**src/common/memory_defs.svh**
```systemverilog
// Size constants for the data memory.
// Include this wherever the word count or the lane count is needed.

`ifndef MEMORY_DEFS_SVH
`define MEMORY_DEFS_SVH

// Number of 32-bit words held by the data RAM
`define DATA_MEM_SIZE_WORDS 1024

// Bytes per memory word, one enable bit per byte lane
`define WORD_BYTES 4

`endif

```
**src/common/riscv_pkg.sv**
```systemverilog
// Types seen on the core side of the load/store path.
// The encodings follow the RV32I load and store funct3 field.

`default_nettype none

package riscv_pkg;

  // Architectural register width of RV32I
  typedef logic [31:0] xword_t;

  // Access size as carried in funct3 of loads and stores
  typedef enum logic [2:0] {
    LDST_B  = 3'b000,  // Signed byte
    LDST_H  = 3'b001,  // Signed halfword
    LDST_W  = 3'b010,  // Full word
    LDST_BU = 3'b100,  // Unsigned byte
    LDST_HU = 3'b101   // Unsigned halfword
  } ldst_size_e;

  // One data access as issued by the core
  // Stores use all fields, loads ignore wdata
  typedef struct packed {
    logic       we;     // High for a store
    ldst_size_e size;
    xword_t     addr;   // Byte address
    xword_t     wdata;  // Store value in the low bits
  } core_req_t;

endpackage

`default_nettype wire

```
**src/common/memory_pkg.sv**
```systemverilog
// Types seen on the memory side of the load/store path.
// Widths of the word and the byte enables follow the size defines.

`default_nettype none

`include "memory_defs.svh"

package memory_pkg;

  // Byte address as presented to the memory
  typedef logic [31:0] mem_addr_t;

  // One memory word, made of WORD_BYTES byte lanes
  typedef logic [8*`WORD_BYTES-1:0] mem_word_t;

  // Lane enables where bit n covers bits 8n+7 down to 8n
  typedef logic [`WORD_BYTES-1:0] mem_be_t;

  // Request as seen by the data RAM.
  // The address is always word aligned here since the load/store unit clears
  // the low bits before it drives the bus
  typedef struct packed {
    logic      we;     // High for a write
    mem_be_t   be;     // Lanes written on a store
    mem_addr_t addr;
    mem_word_t wdata;  // Already placed in its lanes
  } mem_req_t;

endpackage

`default_nettype wire

```
**src/hw/lsu/lsu.sv**
```systemverilog
// Load/store unit between the core and the data memory.
// Places store data in its lanes, builds byte enables, stalls the core for
// the first cycle of every access and formats the returned load data.

`timescale 1ns/1ns
`default_nettype none

module lsu (
  input  wire logic                  clk_i,
  input  wire logic                  rst_n_i,

  // Core side
  input  wire logic                  core_req_i,
  input  wire riscv_pkg::core_req_t  core_data_i,
  output memory_pkg::mem_word_t      core_rd_o,
  output logic                       core_stall_o,

  // Memory side
  output logic                       mem_req_o,
  output memory_pkg::mem_req_t       mem_data_o,
  input  wire memory_pkg::mem_word_t mem_rd_i,
  input  wire logic                  mem_ready_i
);

  typedef enum logic {
    LSU_IDLE = 1'b0,  // Ready to accept a request
    LSU_WAIT = 1'b1   // Response cycle after the memory access
  } lsu_state_e;

  lsu_state_e state_q;
  lsu_state_e state_d;

  logic [1:0]            st_off;   // Byte offset of the current request
  memory_pkg::mem_be_t   st_be;
  memory_pkg::mem_word_t st_data;

  // Load formatting needs the size and offset after the request is gone
  riscv_pkg::ldst_size_e ld_size_q;
  logic [1:0]            ld_off_q;
  logic [7:0]            ld_byte;
  logic [15:0]           ld_half;

  // Stall FSM

  always_comb begin
    state_d = state_q;
    case (state_q)
      LSU_IDLE: begin
        if (core_req_i) begin
          state_d = LSU_WAIT;
        end
      end
      LSU_WAIT: begin
        if (mem_ready_i) begin
          state_d = LSU_IDLE;  // Core sees the stall drop in this cycle
        end
      end
      default: state_d = LSU_IDLE;
    endcase
  end

  always_ff @(posedge clk_i or negedge rst_n_i) begin
    if (!rst_n_i) begin
      state_q <= LSU_IDLE;
    end else begin
      state_q <= state_d;
    end
  end

  // A new request stalls for one cycle and a slow memory keeps the stall up
  assign core_stall_o = ((state_q == LSU_IDLE) && core_req_i) ||
                        ((state_q == LSU_WAIT) && !mem_ready_i);

  // The memory is only hit in the first cycle so a store lands once
  assign mem_req_o = (state_q == LSU_IDLE) && core_req_i;

  // Store lane placement

  assign st_off = core_data_i.addr[1:0];

  always_comb begin
    case (core_data_i.size)
      riscv_pkg::LDST_B,
      riscv_pkg::LDST_BU: begin
        st_be   = memory_pkg::mem_be_t'(4'b0001 << st_off);
        st_data = {4{core_data_i.wdata[7:0]}};   // Every lane gets the byte
      end
      riscv_pkg::LDST_H,
      riscv_pkg::LDST_HU: begin
        // Bit 0 of the address is ignored for halfwords
        st_be   = st_off[1] ? 4'b1100 : 4'b0011;
        st_data = {2{core_data_i.wdata[15:0]}};
      end
      default: begin
        st_be   = 4'b1111;
        st_data = core_data_i.wdata;
      end
    endcase
  end

  always_comb begin
    mem_data_o.we    = core_data_i.we;
    mem_data_o.be    = st_be;
    mem_data_o.addr  = {core_data_i.addr[31:2], 2'b00};  // Word aligned
    mem_data_o.wdata = st_data;
  end

  // Load extraction

  // Size and offset are captured with the request
  always_ff @(posedge clk_i) begin
    if (mem_req_o) begin
      ld_size_q <= core_data_i.size;
      ld_off_q  <= st_off;
    end
  end

  assign ld_byte = mem_rd_i[8*ld_off_q +: 8];
  assign ld_half = ld_off_q[1] ? mem_rd_i[31:16] : mem_rd_i[15:0];

  always_comb begin
    case (ld_size_q)
      riscv_pkg::LDST_B:  core_rd_o = {{24{ld_byte[7]}}, ld_byte};
      riscv_pkg::LDST_H:  core_rd_o = {{16{ld_half[15]}}, ld_half};
      riscv_pkg::LDST_BU: core_rd_o = {24'h0, ld_byte};
      riscv_pkg::LDST_HU: core_rd_o = {16'h0, ld_half};
      default:            core_rd_o = mem_rd_i;
    endcase
  end

endmodule

`default_nettype wire

```
**config.mk**
```make
export PLATFORM = sky130hd
export DESIGN_NAME = lsu
export DESIGN_NICKNAME = d
export VERILOG_FILES = /design/src/common/riscv_pkg.sv /design/src/common/memory_pkg.sv /design/src/hw/lsu/lsu.sv
export VERILOG_INCLUDE_DIRS = /design/src /design/src/common
export SDC_FILE = /design/constraint.sdc
export NUM_CORES = 1
export LEC_CHECK = 0
export BUFFER_PORTS_ARGS = -buffer_cell sky130_fd_sc_hd__buf_4
export CAP_MARGIN = 20
export CORE_MARGIN = 2
export CORE_UTILIZATION = 25
export DETAILED_ROUTE_END_ITERATION = 10
export MAX_ROUTING_LAYER = met4
export SETUP_SLACK_MARGIN = 0.5
export SLEW_MARGIN = 20
export SYNTH_ARGS = -nofsm -noshare
export SYNTH_HDL_FRONTEND = slang
export SYNTH_SLANG_ARGS = --single-unit
```
**constraint.sdc**
```tcl
create_clock -name clk_i -period 2.1 [get_ports clk_i]
set_clock_uncertainty 0.15 [all_clocks]
set_input_delay 0.42 -clock clk_i [delete_from_list [all_inputs] [get_ports clk_i]]
set_output_delay 0.42 -clock clk_i [all_outputs]
set_load 0.03 [all_outputs]
```
; ---- Yosys cells after proc, flatten, opt, wreduce, memory -nomap -nowiden
; Cells that the tools add are included.
[word_totals]
reg_bits = 6
input_bits = 104
output_inout_bits = 103
elab_cells = 28
[classes]
n_eq_ne = 6
shifts = 2
muxes = 8
n_bitwise = 1
n_reduce_logical = 8
[ops]
columns = operator, n
row1 = case mux 32 bit (4 select lines), 1
row2 = case mux 32 bit (2 select lines), 1
row3 = variable part select 32 x 6 -> 8 bit, 1
row4 = two-way mux 16 bit, 1
row5 = "equality test 3 bit, second input constant", 4
row6 = case mux 4 bit (2 select lines), 1
row7 = "equality test 3 x 1 -> 1 bit, second input constant", 2
row8 = logical NOT 3 bit, 2
row9 = two-way mux 4 bit, 1
row10 = OR reduction 2 bit, 2
row11 = "<< shifter 1 x 2 -> 4 bit, first input constant", 1
row12 = logical AND 1 bit, 2
row13 = two-way mux 1 bit, 2
row14 = case mux 1 bit (2 select lines), 1
row15 = logical NOT 1 bit, 1
row16 = logical OR 1 bit, 1
row17 = inverter 1 bit, 1

; ---- Longest topological paths before layout
; Gate-level depths: netlist of the first run.
[depth]
word_depth = 3
ltp_mapped = 5
depth_no_buf = 3

; ---- Least setup slack after synthesis of the first run
; No wires, ideal clock.
[synth_path]
kind = register to output
startpoint = reg ld_size_q[1]
endpoint = out core_rd_o[2]
t_arrival_ns = 1.723
t_required_ns = 1.530
path_slack_ns = -0.193
stages_incl_launch_ff = 5
path_buffers = 1
path_cell_list = edfxtp_1 nor3b_4 buf_6 a211oi_1 a211oi_1
[synth_between]
elab_chain_cells = 2
elab_cells_between_ends = 5
cone_classes = 3 x eq/ne / 1 x mux / 1 x reduce/logical
[synth_rtl]
columns = item, line_no
row1 = "start, declared", lsu.sv:38  ; riscv_pkg::ldst_size_e ld_size_q;
row2 = "start signal, assigned", lsu.sv:113  ; ld_size_q <= core_data_i.size;
row3 = equality test 3 bit (tied with other cells), lsu.sv:122  ; case (ld_size_q)
row4 = case mux 32 bit (4 select lines) *, lsu.sv:122
row5 = "end, declared", lsu.sv:15  ; output memory_pkg::mem_word_t core_rd_o,
; Mark *: on every way between the ends. The rest lies on a longest branch, timed or not.

; ---- Worst setup path after layout of the first run
[layout_path]
startpoint = reg ld_off_q[1]
endpoint = out core_rd_o[8]
[layout_between]
elab_chain_cells = 2
elab_cells_between_ends = 3
cone_classes = 1 x shift / 2 x mux
[layout_rtl]
columns = item, line_no
row1 = "start, declared", lsu.sv:39  ; logic [1:0] ld_off_q;
row2 = "start signal, assigned", lsu.sv:114  ; ld_off_q <= st_off;
row3 = variable part select 32 x 6 -> 8 bit / two-way mux 16 bit (equally long branches), "lsu.sv:118, lsu.sv:119"
row4 = case mux 32 bit (4 select lines) *, lsu.sv:122
; Marks and branches as above.

==> results of run 1 <==
## flip-flops by register name (all words and copies together) (netlist names)
register / flops
ld_off_q: 2
ld_size_q: 3
state_q: 1
## metrics by stage
stage,instances,setup TNS [ns]
after global placement,433,-0.493
after detailed placement,433,-1.13
after floorplan,226,0
final,464,-4.60
after CTS,457,-4.75
after global routing,464,-7.30
## repair_timing
item / CTS / global route
gates resized for setup: 105 / 24
pin swaps: 10 / 15
setup buffers: 17 / 5
cloned: 2 / 2
hold buffers: 1 / 0
setup endpoints to repair: 61 / 60
hold endpoints to repair: 1 / 0
## power by group through the flow
stage / logic (uW) / clock network (uW) / registers [uW]
2_1_floorplan: 722 / 0 / 152
3_3_place_gp: 976 / 0 / 157
3_5_place_dp: 978 / 0 / 157
4_1_cts: 1160 / 186 / 155
5_1_grt: 1270 / 193 / 161
6_report: 1210 / 182 / 159
## worst max-delay path, cell delays in order, from the launching register on
cell and delay, ns:
edfxtp_1 0.40, mux4_2 0.55, nand2_4 0.15, buf_12 0.15, nand4_1 0.09, buf_6 0.16
## metal layers
metal,track usage [%],up-vias,part of all wire (%)
met2,38.4,127,56
met3,3.20,4,7.1
li1,-,1060,-
met1,21.0,1094,36
met4,2.52,0,0.51
met5,-,-,0
## layout make-up
cell class	count	area, um2	area share, %
Timing Repair Buffer	198	1930	47.5
Multi-Input combinational cell	159	1790	44.0
Sequential cell	6	176	4.34
Tap cell	96	120	2.95
Clock buffer	4	45.0	1.11
Inverter	1	3.75	0.0923
## cell usage in the layout (no fill, tap or decap), drive strengths merged
master and count:
buf 195, nand2 33, mux2 17, mux2i 17, a22oi 16, a211oi 14
o21ai 9, nand3 8, nor3 8, nand3b 7, nand4 7, clkbuf 6
edfxtp 5, nor2 3, nor2b 3, nor3b 2, o21bai 2, a21o 2
conb 2, mux4 1, and2b 1, or2b 1, and3b 1, a31oi 1
or4 1, o211ai 1, inv 1, nand2b 1, a21oi 1, dlygate4sd3 1
dfrtp 1
## cells by family after synthesis
kind of cell | count (synthesis) | synth area share [%]
AO/OA/AOI/OAI | 46 | 18.1
multiplexers | 35 | 22.0
buffers and inverters | 61 | 25.3
other | 1 | 0.213
AND/OR/NAND/NOR | 76 | 24.5
flip-flops | 6 | 9.93
## path summary, 6_finish.rpt
check / startpoint / to / slack, ns / cells past startpoint
setup reg to reg: state_q / ld_size_q[2] / 0.94 / 2
hold reg to reg: state_q / state_q / 0.40 / 1
setup / recovery: ld_off_q[1] / core_rd_o[8] / -0.19 / 5
min in group asynchronous: rst_n_i / state_q / 0.35 / 2
hold / removal: core_data_i[66] / ld_size_q[2] / 0.23 / 1
max in group asynchronous: rst_n_i / state_q / 1.35 / 2
==> run metrics, run 1 <==
status=complete, but fails checks; failing checks=setup timing; Distinct cells, synth=36; top post-synthesis cells by area=buf_4 18%, mux2_2 10%, mux2i_1 9.6%; switch share=between 40% and 50%; CTS tree=yes; Main synth FF type=edfxtp_1; first-pass GRT wire length=around 12000 um; Max Clk Rate=about 440 MHz; via-per-instance ratio=4.92; Syn-to-layout area delta=130%; Leakage Power=between 0.0015 and 0.002 uW; required time of the critical path=1.53 ns; largest net degree at the start of global routing=17; Comb pwr share=78.0%; total routed wirelength=8000 um; Core ar.=just under 7000 um2; Period minus WS final=around 2.3 ns; initial DRC count=56; global placement routability congestion=between 0.8 and 0.9; drt wl/cell=around 17 um; GRT Residual Overflow=0; Clock Path Buffers=2; final hold slack=~0.23 ns; chip width=just under 90 um; Post-Synthesis Cells=~230; synthesized area per cell=slightly below 8 um2; Clk pwr share=a little under an eighth; DR pass1 iterations=4; post-synth top area share=17.9%; vias=between 2000 and 2500; Final HPWL DP=5820 um; EDFF count, synth=5; Seq pwr share=10.3%; IO Count=~210; fin area=between 4000 and 5000 um2; crit path launch type=register; NetSw=682 uW; H-tree depth=1; CTS Root Cell=clkbuf_8; vias in the first global route=approximately 2300; pwr/cell area=~380 nW/um2; synth warn=0; Commonest cells post-synth=42 x buf_4, 32 x nand2_1, 17 x mux2i_1; DRT antenna net count=0; biggest area consumer among synthesized cells=buf_4; Worst-path clk slew=0.04 ns; RSZ-0062 raised after global routing=yes; final slew viol count=0; PortBufs=between 100 and 150; sequential fraction of the synthesis area=9.93%; CTS Sinks=6; Seq cells post-synth=6; Fin. Hold Viols=0; filler cell count in the final layout=approximately 570; share of layout cells above drive strength 1=between 80% and 90%; drc violations=0; die area=7740 um2; Total Routing Usage GR=19.6%; post-route setup slack=-0.191 ns; row cnt=30; Total Power=around 1600 uW; worst hold path type=in -> reg; fin crit share=109%; CTS Buf Count=3; post-placement setup slack=-0.0830 ns; Antenna diodes=0; Nets=about 470; most frequent cell after synthesis=buf_4; Async SR Flop Fraction=approximately 17%; crit path kind=reg -> out; Max Cap Violations=0; crit path DAT=around 1.7 ns; Initial Util=between 20% and 30%; Setup crit end kind=primary output; worst vdd ir=between 200 and 250 uV; die height=roughly 88 um; # setup viols final=32; crit path max fanout=8; clock latency at the later pin of the worst-skew pair=~0.22 ns; Layout Utilization=between 50% and 60%; placed cell area=roughly 3200 um2; antenna violations before repair=0; synthesized area=~1800 um2; cell internal pwr=between 800 and 900 uW
No activity file was read; power rests on OpenSTA's default activity.
==> inputs of run 2 (changes only) <==
CORE_ASPECT_RATIO = 0.6   (was not set)
REMOVE_ABC_BUFFERS = 1   (was not set)
==> run metrics, run 2 (synthesis gave the netlist of run 1 again) <==
crit path max fanout=24 (+16); Syn-to-layout area delta=99.4%; row cnt=23 (-23%); CP delay by family, top=multiplexers; RSZ-0062 raised after global routing=yes; Setup crit end kind=primary output; max incr delay on CP=0.53 ns (-0.02 ns); Period minus WS final=2.29 ns (+0.00123 ns); drt wl/cell=19.8 um (+15%); pwr/cell area=434 nW/um2 (+14%); filler cell count in the final layout=634 (+11%); failing checks=setup timing; final hold slack=0.223 ns (-0.00667 ns); Leakage Power=0.00170 uW (-6.4%); die height=69.1 um (-22%); max reg flops=3 (unchanged); Fin. Hold Viols=0 (unchanged); Worst-path clk slew=0.04 ns (about the same); Final TNS setup=-4.77 ns (-0.167 ns); # setup viols final=32 (unchanged); final slew viol count=0 (unchanged); total routed wirelength=8750 um (+9.4%); first-pass GRT wire length=12600 um (+8.5%); fin crit share=109% (about the same); Core ar.=6760 um2 (-0.46%); GRT Residual Overflow=0 (unchanged); crit path launch type=register; placed cell count=415 (-4.2%); drc violations=0 (unchanged); initial DRC count=150 (+170%); Final HPWL DP=6230 um (+7.1%); Top reg by flops=ld_size_q; worst hold path type=in -> reg; most frequent cells in the layout=118 x buf_4, 55 x buf_6, 25 x nand2_1; Max Cap Violations=0 (unchanged); global placement routability congestion=0.786 (-3.4%); CTS Root Cell=clkbuf_16; antenna violations before repair=0 (unchanged); CTS Buf Count=3 (unchanged); clock latency at the later pin of the worst-skew pair=0.22 ns (about the same); worst vdd ir=256 uV (+10%); Clock Path Buffers=2 (unchanged); biggest regs=ld_size_q x3, ld_off_q x2, state_q x1; CTS tree=yes; share of layout cells above drive strength 1=70.8% (-11 points); DR pass1 iterations=4 (unchanged); critical path cell sequence=mux4_2 -> nand2_2 -> buf_12 -> nand4_1 -> buf_6; WP buf/inv=2 (unchanged); vias=2279 (-0.26%); vias in the first global route=2273 (-1.8%); required time of the critical path=1.53 ns (about the same); CTS Sinks=6 (unchanged); CP max stage cell=mux4_2; largest net degree at the start of global routing=26 (+9); PortBufs=142 (unchanged); IO Count=207 (unchanged); post-route setup slack=-0.193 ns (-0.00123 ns); DRT antenna net count=0 (unchanged); die area=7770 um2 (+0.28%); crit path kind=reg -> out; Max Clk Rate=436 MHz (about the same); Total Routing Usage GR=21.0% (+1.4 points); commonest non-fill, non-tap cell in the layout=buf_4; Nets=461 (-2.5%); chip width=112 um (+28%); crit path DAT=1.72 ns (about the same); H-tree depth=1 (unchanged); via-per-instance ratio=5.14 (+4.5%); Antenna diodes=0 (unchanged); Finished Layout Cells=443 (-4.5%); status=complete, but fails checks; Initial Util=26.1% (+0.12 points)
[run 2: cell types whose count changed in the layout (fill, tap and decap cells not counted), moves of 7 or more]
| cell | previous run | this run |
|---|---|---|
| a211oi_4 | 8 | 1 |
| mux2i_1 | 9 | 16 |
| a22oi_1 | 2 | 16 |
| a22oi_2 | 14 | 0 |
| o21ai_4 | 8 | 0 |
| buf_6 | 64 | 55 |
| mux2i_4 | 8 | 0 |
| a211oi_2 | 5 | 12 |
[run 2: cell type report]
cell class              count  area (um2)  share of cell area (%)
flip-flops and latches      6         175                    4.98
repair buffers            185        1760                    50.0
multi-input cells         160        1390                    39.6
clock buffers               4        78.8                    2.24
well taps                  87         109                    3.09
inverters                   1        3.75                   0.107
[run 2: stage by stage]
stage | util [%] | area [um2] | power, uW | setup slack [ns]
3_5_place_dp | 39.4 | 2660 | 995 | -0.0465
4_1_cts | 49.0 | 3320 | 1480 | -0.205
5_1_grt | 52.0 | 3520 | 1600 | -0.285
2_1_floorplan | - | 1330 | 583 | -0.583
3_3_place_gp | 39.4 | 2660 | 990 | -0.00353
6_report | 52.0 | 3520 | 1530 | -0.193
[run 2: where the power goes]
| part | internal, uW | switching (uW) | total (uW) | leakage [uW] |
|---|---|---|---|---|
| clock | 252 | 63.4 | 315 | 0.0000382 |
| combinational | 511 | 549 | 1060 | 0.00161 |
| sequential | 142 | 11.2 | 153 | 0.0000580 |
[run 2: per-layer routing]
metal	GRT usage, %	wire length (um)	up-vias
li1	-	-	1047
met1	28.2	3920	1090
met3	10.5	1080	8
met2	28.6	3670	134
met4	3.25	72	0
met5	-	0	-
[run 2: worst paths after layout]
| kind | start | cells after the start | slack (ns) | to |
|---|---|---|---|---|
| setup / recovery | ld_off_q[1] | 5 | -0.19 | core_rd_o[8] |
| setup reg to reg | state_q | 2 | 0.94 | ld_size_q[0] |
| max in group asynchronous | rst_n_i | 2 | 1.36 | state_q |
| hold reg to reg | state_q | 1 | 0.36 | state_q |
| min in group asynchronous | rst_n_i | 2 | 0.36 | state_q |
| hold / removal | core_data_i[66] | 1 | 0.22 | ld_size_q[2] |
[run 2: repair_timing]
| action | in CTS | in global routing |
|---|---|---|
| hold endpoints to repair | 1 | 0 |
| gates resized for setup | 107 | 29 |
| setup endpoints to repair | 61 | 61 |
| hold buffers | 1 | 0 |
| pin swaps | 12 | 11 |
| gates cloned | 3 | 2 |
| setup buffers | 13 | 5 |
